==> src/reg_proxy_pkg.sv <==
// ----------------------------
// Shared widths, window map and target constants for the register proxy
// TARGET_ACK_DELAY must be 2 or more
// ----------------------------
package reg_proxy_pkg;

    // ----------------------------
    // Widths
    // ----------------------------
    localparam int DATA_W     = 32;
    localparam int CSR_ADDR_W = 8;
    localparam int REG_ADDR_W = 32;
    localparam int STRB_W     = 4;

    // ----------------------------
    // Window offsets
    // ----------------------------
    localparam logic [CSR_ADDR_W-1:0] WIN_COMMAND = 8'h00;
    localparam logic [CSR_ADDR_W-1:0] WIN_STATUS  = 8'h04;
    localparam logic [CSR_ADDR_W-1:0] WIN_ADDRESS = 8'h08;
    localparam logic [CSR_ADDR_W-1:0] WIN_WR_DATA = 8'h0C;
    localparam logic [CSR_ADDR_W-1:0] WIN_BYTE_EN = 8'h10;
    localparam logic [CSR_ADDR_W-1:0] WIN_RD_DATA = 8'h14;

    // Command and status bit fields
    localparam int CMD_WR_RD_N_BIT = 0;
    localparam int STAT_READY_BIT  = 0;
    localparam int STAT_DONE_BIT   = 1;
    localparam int STAT_ERROR_BIT  = 2;

    // AXI response code, only OKAY is ever returned
    localparam logic [1:0] AXI_RESP_OKAY = 2'b00;

    // Returned on errors and unmapped window reads
    localparam logic [DATA_W-1:0] BAD_ACCESS_DATA = 32'hDEAD_BEEF;

    // ----------------------------
    // Target bank
    // ----------------------------
    localparam int TARGET_WORDS     = 16;
    localparam int TARGET_IDX_W     = $clog2(TARGET_WORDS);
    localparam int TARGET_ACK_DELAY = 3;
    localparam int ACK_CNT_W        = $clog2(TARGET_ACK_DELAY + 1);

    // Transaction FSM states
    typedef enum logic [2:0] {
        RESET,
        READY,
        WRITE,
        READ,
        WRITE_ACK,
        READ_ACK,
        DONE,
        ERROR
    } proxy_state_t;

endpackage : reg_proxy_pkg
==> src/reg_bus.sv <==
// ----------------------------
// Downstream register bus, one strobe outstanding at a time
// Error flags are valid only with their ack
// ----------------------------
`timescale 1ns/1ps

interface reg_bus
    import reg_proxy_pkg::*;
();

    // Controller side strobes and context
    logic                  wr;
    logic                  rd;
    logic [REG_ADDR_W-1:0] wr_addr;
    logic [DATA_W-1:0]     wr_data;
    logic [STRB_W-1:0]     wr_byte_en;
    logic [REG_ADDR_W-1:0] rd_addr;

    // Target side responses
    logic                  wr_ack;
    logic                  wr_error;
    logic                  rd_ack;
    logic [DATA_W-1:0]     rd_data;
    logic                  rd_error;

    modport controller (
        output wr, rd, wr_addr, wr_data, wr_byte_en, rd_addr,
        input  wr_ack, wr_error, rd_ack, rd_data, rd_error
    );

    modport target (
        input  wr, rd, wr_addr, wr_data, wr_byte_en, rd_addr,
        output wr_ack, wr_error, rd_ack, rd_data, rd_error
    );

endinterface : reg_bus

==> src/proxy_win_bus.sv <==
// ----------------------------
// Window registers to transaction FSM
// Events are single-cycle pulses, the rest are levels
// ----------------------------
`timescale 1ns/1ps

interface proxy_win_bus
    import reg_proxy_pkg::*;
();

    // From the window side
    logic                  command_wr_evt;
    // Only meaningful together with command_wr_evt
    logic                  wr_rd_n;
    logic [REG_ADDR_W-1:0] address;
    logic [DATA_W-1:0]     wr_data;
    logic [STRB_W-1:0]     wr_byte_en;
    logic                  status_rd_evt;

    // From the engine side
    logic                  ready;
    logic                  done;
    logic                  error;
    logic                  rd_data_load;
    logic [DATA_W-1:0]     rd_data_value;

    modport window (
        output command_wr_evt, wr_rd_n, address, wr_data, wr_byte_en, status_rd_evt,
        input  ready, done, error, rd_data_load, rd_data_value
    );

    modport engine (
        input  command_wr_evt, wr_rd_n, address, wr_data, wr_byte_en, status_rd_evt,
        output ready, done, error, rd_data_load, rd_data_value
    );

endinterface : proxy_win_bus

==> src/reg_proxy_top.sv <==
// ----------------------------
// Register proxy with its stand-in target, plain AXI4-Lite ports
// ----------------------------
`timescale 1ns/1ps

module reg_proxy_top
    import reg_proxy_pkg::*;
(
    input  logic                  reg_if,
    input  logic                  rst_n,
    input  logic                  awvalid,
    output logic                  awready,
    input  logic [CSR_ADDR_W-1:0] awaddr,
    input  logic                  wvalid,
    output logic                  wready,
    input  logic [DATA_W-1:0]     wdata,
    input  logic [STRB_W-1:0]     wstrb,
    output logic                  bvalid,
    input  logic                  bready,
    output logic [1:0]            bresp,
    input  logic                  arvalid,
    output logic                  arready,
    input  logic [CSR_ADDR_W-1:0] araddr,
    output logic                  rvalid,
    input  logic                  rready,
    output logic [DATA_W-1:0]     rdata,
    output logic [1:0]            rresp
);

    // Window to engine, engine to target
    proxy_win_bus win_bus_i ();
    reg_bus       reg_bus_i ();

    proxy_window proxy_window_i (
        .reg_if  (reg_if),
        .rst_n   (rst_n),
        .awvalid (awvalid),
        .awready (awready),
        .awaddr  (awaddr),
        .wvalid  (wvalid),
        .wready  (wready),
        .wdata   (wdata),
        .wstrb   (wstrb),
        .bvalid  (bvalid),
        .bready  (bready),
        .bresp   (bresp),
        .arvalid (arvalid),
        .arready (arready),
        .araddr  (araddr),
        .rvalid  (rvalid),
        .rready  (rready),
        .rdata   (rdata),
        .rresp   (rresp),
        .win     (win_bus_i.window)
    );

    reg_proxy reg_proxy_i (
        .reg_if (reg_if),
        .rst_n  (rst_n),
        .win    (win_bus_i.engine),
        .bus    (reg_bus_i.controller)
    );

    reg_target reg_target_i (
        .reg_if (reg_if),
        .rst_n  (rst_n),
        .bus    (reg_bus_i.target)
    );

endmodule : reg_proxy_top

==> src/reg_target.sv <==
// ----------------------------
// Stand-in register bank for word-aligned byte addresses below 16 words
// Bad writes are dropped and bad reads return zero with error
// ----------------------------
`timescale 1ns/1ps

module reg_target
    import reg_proxy_pkg::*;
(
    input  logic      reg_if,
    input  logic      rst_n,
    reg_bus.target    bus
);

    logic [DATA_W-1:0]     mem [TARGET_WORDS];
    logic [ACK_CNT_W-1:0]  ack_cnt;
    logic                  pend_wr;
    logic [REG_ADDR_W-1:0] pend_addr;
    logic [DATA_W-1:0]     pend_data;
    logic [STRB_W-1:0]     pend_be;
    logic                  pend_ok;
    logic [TARGET_IDX_W-1:0] pend_idx;
    logic                  complete;

    // Capture the request on its strobe
    always_ff @(posedge reg_if) begin
        if (bus.wr || bus.rd) begin
            pend_wr   <= bus.wr;
            pend_addr <= bus.wr ? bus.wr_addr : bus.rd_addr;
            pend_data <= bus.wr_data;
            pend_be   <= bus.wr_byte_en;
        end
    end

    // Aligned and inside the bank
    assign pend_ok  = (pend_addr[1:0] == 2'b00) &&
                      ((pend_addr >> (TARGET_IDX_W + 2)) == '0);
    assign pend_idx = pend_addr[TARGET_IDX_W+1:2];

    // ----------------------------
    // Ack delay
    // ----------------------------
    // Zero means idle and the ack is registered on the last count
    assign complete = (ack_cnt == ACK_CNT_W'(1));

    always_ff @(posedge reg_if) begin
        if (!rst_n) begin
            ack_cnt      <= '0;
            bus.wr_ack   <= 1'b0;
            bus.rd_ack   <= 1'b0;
            bus.wr_error <= 1'b0;
            bus.rd_error <= 1'b0;
        end else begin
            bus.wr_ack <= complete && pend_wr;
            bus.rd_ack <= complete && !pend_wr;
            if (complete) begin
                bus.wr_error <= !pend_ok;
                bus.rd_error <= !pend_ok;
            end
            if (bus.wr || bus.rd) begin
                ack_cnt <= ACK_CNT_W'(TARGET_ACK_DELAY - 1);
            end else if (ack_cnt != '0) begin
                ack_cnt <= ack_cnt - ACK_CNT_W'(1);
            end
        end
    end

    // ----------------------------
    // Storage
    // ----------------------------
    always_ff @(posedge reg_if) begin
        if (!rst_n) begin
            for (int i = 0; i < TARGET_WORDS; i++) mem[i] <= '0;
        end else if (complete && pend_wr && pend_ok) begin
            for (int b = 0; b < STRB_W; b++) begin
                if (pend_be[b]) mem[pend_idx][8*b +: 8] <= pend_data[8*b +: 8];
            end
        end
    end

    // Read data lines up with rd_ack
    always_ff @(posedge reg_if) begin
        if (complete && !pend_wr) bus.rd_data <= pend_ok ? mem[pend_idx] : '0;
    end

endmodule : reg_target

==> src/reg_proxy.sv <==
// ----------------------------
// One downstream access per command, commands outside READY are dropped
// Context stays stable on the bus from strobe to ack
// ----------------------------
`timescale 1ns/1ps

module reg_proxy
    import reg_proxy_pkg::*;
(
    input  logic         reg_if,
    input  logic         rst_n,
    proxy_win_bus.engine win,
    reg_bus.controller   bus
);

    proxy_state_t          state;
    proxy_state_t          nxt_state;
    logic [REG_ADDR_W-1:0] addr_q;
    logic [DATA_W-1:0]     wr_data_q;
    logic [STRB_W-1:0]     byte_en_q;
    logic [DATA_W-1:0]     rd_data_q;
    logic                  done_q;
    logic                  error_q;

    // ----------------------------
    // Transaction FSM
    // ----------------------------
    always_ff @(posedge reg_if) begin
        if (!rst_n) begin
            state <= RESET;
        end else begin
            state <= nxt_state;
        end
    end

    always_comb begin
        nxt_state = state;
        case (state)
            RESET: begin
                nxt_state = READY;
            end
            READY: begin
                // Direction comes straight off the command write
                if (win.command_wr_evt) begin
                    nxt_state = win.wr_rd_n ? WRITE : READ;
                end
            end
            // Strobe cycles last exactly one clock
            WRITE: begin
                nxt_state = WRITE_ACK;
            end
            READ: begin
                nxt_state = READ_ACK;
            end
            WRITE_ACK: begin
                if (bus.wr_ack) nxt_state = bus.wr_error ? ERROR : DONE;
            end
            READ_ACK: begin
                if (bus.rd_ack) nxt_state = bus.rd_error ? ERROR : DONE;
            end
            DONE: begin
                nxt_state = READY;
            end
            ERROR: begin
                nxt_state = READY;
            end
            default: begin
                nxt_state = RESET;
            end
        endcase
    end

    // ----------------------------
    // Downstream context
    // ----------------------------
    // Tracks the window while idle, frozen once a command is taken
    always_ff @(posedge reg_if) begin
        if (state == READY) begin
            addr_q    <= win.address;
            wr_data_q <= win.wr_data;
            byte_en_q <= win.wr_byte_en;
        end
    end

    assign bus.wr         = (state == WRITE);
    assign bus.rd         = (state == READ);
    assign bus.wr_addr    = addr_q;
    assign bus.wr_data    = wr_data_q;
    assign bus.wr_byte_en = byte_en_q;
    // Same latched address for both directions
    assign bus.rd_addr    = addr_q;

    // Read result from the target
    always_ff @(posedge reg_if) begin
        if (bus.rd_ack) rd_data_q <= bus.rd_data;
    end

    // ----------------------------
    // Status flags
    // ----------------------------
    // A completion in the same cycle as a status read wins
    always_ff @(posedge reg_if) begin
        if (!rst_n) begin
            done_q  <= 1'b0;
            error_q <= 1'b0;
        end else begin
            if (win.status_rd_evt) begin
                done_q  <= 1'b0;
                error_q <= 1'b0;
            end
            if (state == DONE) begin
                done_q  <= 1'b1;
                error_q <= 1'b0;
            end else if (state == ERROR) begin
                done_q  <= 1'b1;
                error_q <= 1'b1;
            end
        end
    end

    assign win.ready = (state == READY);
    assign win.done  = done_q;
    assign win.error = error_q;

    // Writes reload the last read value, errors load the bad-access pattern
    assign win.rd_data_load  = (state == DONE) || (state == ERROR);
    assign win.rd_data_value = (state == ERROR) ? BAD_ACCESS_DATA : rd_data_q;

endmodule : reg_proxy

==> src/proxy_window.sv <==
// ----------------------------
// AXI4-Lite slave for the proxy window, responses always OKAY
// AW and W must arrive together, one request of each kind in flight
// ----------------------------
`timescale 1ns/1ps

module proxy_window
    import reg_proxy_pkg::*;
(
    input  logic                  reg_if,
    input  logic                  rst_n,
    // Write address and data
    input  logic                  awvalid,
    output logic                  awready,
    input  logic [CSR_ADDR_W-1:0] awaddr,
    input  logic                  wvalid,
    output logic                  wready,
    input  logic [DATA_W-1:0]     wdata,
    input  logic [STRB_W-1:0]     wstrb,
    // Write response
    output logic                  bvalid,
    input  logic                  bready,
    output logic [1:0]            bresp,
    // Read address and data
    input  logic                  arvalid,
    output logic                  arready,
    input  logic [CSR_ADDR_W-1:0] araddr,
    output logic                  rvalid,
    input  logic                  rready,
    output logic [DATA_W-1:0]     rdata,
    output logic [1:0]            rresp,
    // Engine side
    proxy_win_bus.window          win
);

    logic                  wr_accept;
    logic                  rd_accept;
    logic [REG_ADDR_W-1:0] address_q;
    logic [DATA_W-1:0]     wr_data_q;
    logic [STRB_W-1:0]     byte_en_q;
    logic [DATA_W-1:0]     rd_data_q;
    logic [DATA_W-1:0]     status_word;
    logic [DATA_W-1:0]     rd_word;

    // Merge a write into a word, one byte lane per strobe bit
    function automatic logic [DATA_W-1:0] apply_strb(
        input logic [DATA_W-1:0] old_word,
        input logic [DATA_W-1:0] new_word,
        input logic [STRB_W-1:0] strb
    );
        logic [DATA_W-1:0] merged;
        merged = old_word;
        for (int b = 0; b < STRB_W; b++) begin
            if (strb[b]) merged[8*b +: 8] = new_word[8*b +: 8];
        end
        return merged;
    endfunction

    // ----------------------------
    // Write channel
    // ----------------------------
    // Take AW and W together, held off while a response waits
    assign wr_accept = awvalid && wvalid && !bvalid;
    assign awready   = wr_accept;
    assign wready    = wr_accept;
    assign bresp     = AXI_RESP_OKAY;

    always_ff @(posedge reg_if) begin
        if (!rst_n) begin
            bvalid <= 1'b0;
        end else if (wr_accept) begin
            bvalid <= 1'b1;
        end else if (bready) begin
            bvalid <= 1'b0;
        end
    end

    // Window registers, writes to read-only offsets are dropped
    always_ff @(posedge reg_if) begin
        if (!rst_n) begin
            address_q <= '0;
            wr_data_q <= '0;
            byte_en_q <= '1;
        end else if (wr_accept) begin
            case (awaddr)
                WIN_ADDRESS: address_q <= apply_strb(address_q, wdata, wstrb);
                WIN_WR_DATA: wr_data_q <= apply_strb(wr_data_q, wdata, wstrb);
                WIN_BYTE_EN: begin
                    if (wstrb[0]) byte_en_q <= wdata[STRB_W-1:0];
                end
                default: ;
            endcase
        end
    end

    // Command kicks off the engine in the accept cycle
    assign win.command_wr_evt = wr_accept && (awaddr == WIN_COMMAND);
    assign win.wr_rd_n        = wdata[CMD_WR_RD_N_BIT];
    assign win.address        = address_q;
    assign win.wr_data        = wr_data_q;
    assign win.wr_byte_en     = byte_en_q;

    // Result word, loaded by the engine at the end of each transaction
    always_ff @(posedge reg_if) begin
        if (!rst_n) begin
            rd_data_q <= '0;
        end else if (win.rd_data_load) begin
            rd_data_q <= win.rd_data_value;
        end
    end

    // ----------------------------
    // Read channel
    // ----------------------------
    assign rd_accept = arvalid && !rvalid;
    assign arready   = rd_accept;
    assign rresp     = AXI_RESP_OKAY;

    // Sampled at read time, so the clear below lands after capture
    always_comb begin
        status_word                 = '0;
        status_word[STAT_READY_BIT] = win.ready;
        status_word[STAT_DONE_BIT]  = win.done;
        status_word[STAT_ERROR_BIT] = win.error;
    end

    assign win.status_rd_evt = rd_accept && (araddr == WIN_STATUS);

    // Offset decode, COMMAND is write only
    always_comb begin
        case (araddr)
            WIN_STATUS:  rd_word = status_word;
            WIN_ADDRESS: rd_word = address_q;
            WIN_WR_DATA: rd_word = wr_data_q;
            WIN_BYTE_EN: rd_word = DATA_W'(byte_en_q);
            WIN_RD_DATA: rd_word = rd_data_q;
            default:     rd_word = BAD_ACCESS_DATA;
        endcase
    end

    always_ff @(posedge reg_if) begin
        if (!rst_n) begin
            rvalid <= 1'b0;
        end else if (rd_accept) begin
            rvalid <= 1'b1;
        end else if (rready) begin
            rvalid <= 1'b0;
        end
    end

    // Held until rready
    always_ff @(posedge reg_if) begin
        if (rd_accept) rdata <= rd_word;
    end

endmodule : proxy_window

==> config.mk <==
export PLATFORM = sky130hd
export DESIGN_NAME = reg_proxy_top
export DESIGN_NICKNAME = d
export VERILOG_FILES = /design/src/reg_proxy_pkg.sv /design/src/reg_bus.sv /design/src/proxy_win_bus.sv /design/src/reg_proxy_top.sv /design/src/reg_target.sv /design/src/reg_proxy.sv /design/src/proxy_window.sv
export SDC_FILE = /design/constraint.sdc
export NUM_CORES = 1
export LEC_CHECK = 0
export ABC_AREA = 1
export ABC_CLOCK_PERIOD_IN_PS = 6300
export BUFFER_PORTS_ARGS = -buffer_cell sky130_fd_sc_hd__buf_2
export CAP_MARGIN = 20
export CORE_AREA = 2 2 268 270
export CTS_BUF_LIST = sky130_fd_sc_hd__clkbuf_2 sky130_fd_sc_hd__clkbuf_4 sky130_fd_sc_hd__clkbuf_8
export CTS_CLUSTER_DIAMETER = 100
export CTS_CLUSTER_SIZE = 16
export DETAILED_ROUTE_END_ITERATION = 12
export DIE_AREA = 0 0 270 272
export GPL_ROUTABILITY_DRIVEN = 0
export PLACE_DENSITY_LB_ADDON = 0.08
export SETUP_SLACK_MARGIN = 0.15
export SYNTH_ARGS = -nofsm -noshare
export SYNTH_HDL_FRONTEND = slang
export SYNTH_HIERARCHICAL = 1
export SYNTH_SLANG_ARGS = --single-unit
export TNS_END_PERCENT = 20
==> constraint.sdc <==
create_clock -name reg_if -period 6.3 [get_ports reg_if]
set_input_delay 0.945 -clock reg_if [delete_from_list [all_inputs] [get_ports reg_if]]
set_output_delay 0.945 -clock reg_if [all_outputs]
set_load 0.005 [all_outputs]
==> results.json <==
{
  "rsz0062_at_grt": "false",
  "finalSetupTns_ps": 0,
  "ir_drop_v": 0.0002521,
  "cts.path.max_buffers": 3,
  "design_area_sq_um": 40190,
  "ant_nets": 0,
  "dp_hpwl_mm": 60.00,
  "fin_skew_ps": 28.73,
  "chipHeight_um": 272,
  "yosysWarnings": 6,
  "grt_start_max_net_pins": 181,
  "drt_first_pass_iters": 5,
  "final_cells": 5039,
  "maxSlewHeadroom_pct": 27.97,
  "portBuffers": 95,
  "worst_ep_required_time_ps": 6870,
  "viasPerCell": 5.235,
  "period_needed_ps": 3109,
  "grt_overflow": 0,
  "fin_nets": 4118,
  "cts_resized": 0,
  "top_layer": "met4",
  "max_freq_mhz": 321.6,
  "grt_pass1_wl_mm": 145.1,
  "startpoint_type": "flip-flop",
  "mostFrequentLayoutCell": "nand2_1",
  "hold_path.class": "flip-flop to flip-flop",
  "fp.dieW_um": 270,
  "critPathMaxFanout": 115,
  "grtUsageTotal_pct": 26.03,
  "syn-instance-count": 4122,
  "worst_pin_slew_ps": 1078,
  "drt-met1-wl_mm": 40.49,
  "cts_setup_buffers": 0,
  "wl_per_cell_um": 18.96,
  "outcome": "completed",
  "p_leak_nw": 17.09,
  "cp.arrival_ps": 3680,
  "p_per_area_nw_per_um2": 303.6,
  "clk_latency_ps": 740,
  "cts.sinks": 857,
  "drive_gt1_share_pct": 8.635,
  "start_util_pct": 54.49,
  "syn_area_sq_um": 38550,
  "drv_cap": 0,
  "drcViolationCount": 0,
  "met2WireLength_mm": 45.89,
  "fin_util_pct": 56.81,
  "hold_viol_final": 0,
  "die_area_sq_um": 73440,
  "cts_max_level": 2,
  "post-route-period-util_pct": 49.35,
  "critPathKind": "flip-flop to flip-flop",
  "row_count": 98,
  "end_kind": "flip-flop",
  "dp.cells": 4948,
  "ys_ff_latch": 857,
  "seq_area_frac_synth_pct": 63.84,
  "synth_cell_types": 30,
  "mostFrequentLayoutCells": "1759 x nand2_1, 792 x nor2_1, 745 x edfxtp_1",
  "antenna_found_initial": 1,
  "path_clk_slew_ps": 100,
  "avgSynthCellArea_sq_um": 9.353,
  "drt_iter0_markers": 2222,
  "placed_cell_area_sq_um": 39140,
  "totalWireLength_mm": 95.52,
  "cts_buffers": 59,
  "dr_wl_met3_mm": 5.242,
  "grt_pass1_vias": 25030,
  "clock_tree.root_cell": "clkbuf_8",
  "core_sq_um": 70750,
  "maxSlewViolCount": 0,
  "vias": 26380,
  "cts_tree": "done",
  "holdBufCountCts": 0,
  "ios": 100,
  "area_growth_pct": 4.248,
  "hold_ws_ps": 423.2,
  "setup_viol": 0
}
## per-layer routing
metal,GRT usage [%],vias to the layer above
li1,-,12940
met1,35.28,12450
met5,0,-
met4,10.57,0
met2,43.31,816
met3,2.733,177
## path summary, 6_finish.rpt
kind | start | endpoint | slack (ps) | cells past startpoint
worst max-delay path | reg_target_i/pend_addr[2] | reg_target_i/bus.rd_data[16] | 3190 | 10
worst min-delay path | reg_proxy_i/bus.wr_data[21] | reg_target_i/pend_data[21] | 420 | 0
worst max register to register | reg_target_i/pend_addr[2] | reg_target_i/bus.rd_data[16] | 3190 | 10
worst min register to register | reg_proxy_i/bus.wr_data[21] | reg_target_i/pend_data[21] | 420 | 0
## Yosys cell counts
| master | count | area (sq um) |
|---|---|---|
| a21oi_1 | 28 | 140.1 |
| and2_1 | 9 | 56.30 |
| buf_1 | 22 | 82.58 |
| buf_12 | 1 | 20.02 |
| buf_2 | 75 | 375.4 |
| buf_4 | 53 | 397.9 |
| buf_6 | 13 | 146.4 |
| buf_8 | 1 | 15.01 |
| clkbuf_1 | 84 | 315.3 |
| clkinv_1 | 1 | 3.750 |
| conb_1 | 1 | 3.750 |
| dfxtp_1 | 112 | 2242 |
| edfxtp_1 | 745 | 22370 |
| inv_1 | 143 | 536.8 |
| inv_2 | 7 | 26.28 |
| inv_4 | 1 | 6.260 |
| nand2_1 | 1759 | 6603 |
| nand2_2 | 9 | 56.30 |
| nand2_4 | 2 | 22.52 |
| nand3_1 | 98 | 490.5 |
| nand3_2 | 22 | 220.2 |
| nand3_4 | 42 | 735.7 |
| nand3b_1 | 3 | 22.52 |
| nand4_1 | 1 | 6.260 |
| nor2_1 | 797 | 2992 |
| nor2_2 | 24 | 150.1 |
| nor2_4 | 27 | 304.0 |
| nor3_1 | 5 | 25.02 |
| o21ai_0 | 36 | 180.2 |
| o22ai_1 | 1 | 6.260 |
## area by class of cell
type | instances | area, sq um
inverter | 152 | 580.6
multi-input combinational | 2867 | 12040
tap | 950 | 1189
clock buffer | 87 | 1028
timing repair buffer | 122 | 709.4
sequential | 857 | 24610
clock inverter | 3 | 25.02
antenna | 1 | 2.502
fill | 6413 | 30560
## flip-flops by register name, indices dropped and copies added, names as in the netlist, 32 cells and up
register,cells
reg_target_i/mem,512
proxy_window_i/rd_data_q,32
proxy_window_i/rdata,32
proxy_window_i/win.address,32
proxy_window_i/win.wr_data,32
reg_proxy_i/bus.rd_addr,32
reg_proxy_i/bus.wr_data,32
reg_proxy_i/rd_data_q,32
reg_target_i/bus.rd_data,32
reg_target_i/pend_addr,32
reg_target_i/pend_data,32
## critical path, stage by stage (launching register included)
cell and delay, ps:
edfxtp_1 500, inv_6 650, buf_4 940, nand2_1 180, nand2_1 140, nand2_1 60, nand2_1 90, nand2_1 70
nand2_1 130, nor2_1 60, nor2_1 90
## report_power, final
group	switching, mW	internal [mW]	total (mW)
sequential	0.186	6.70	6.88
clock	1.71	1.04	2.75
combinational	2.09	0.484	2.57
## cells by family after synthesis
logic type      share of synthesized area [%]
buf+inv                                 4.995
flops                                   63.84
other cells                          0.009727
compound gates                         0.8470
simple gates                            30.31
## metrics by stage
step | setup slack [ps] | total power, mW
finish | 3191 | 12.20
detailed placement | 2670 | 9.575
CTS | 3167 | 12.28
floorplan | 2930 | 8.736
global route | 2888 | 12.77
global placement | 2744 | 9.560
Note: power is estimated with default switching activity, not from simulation.
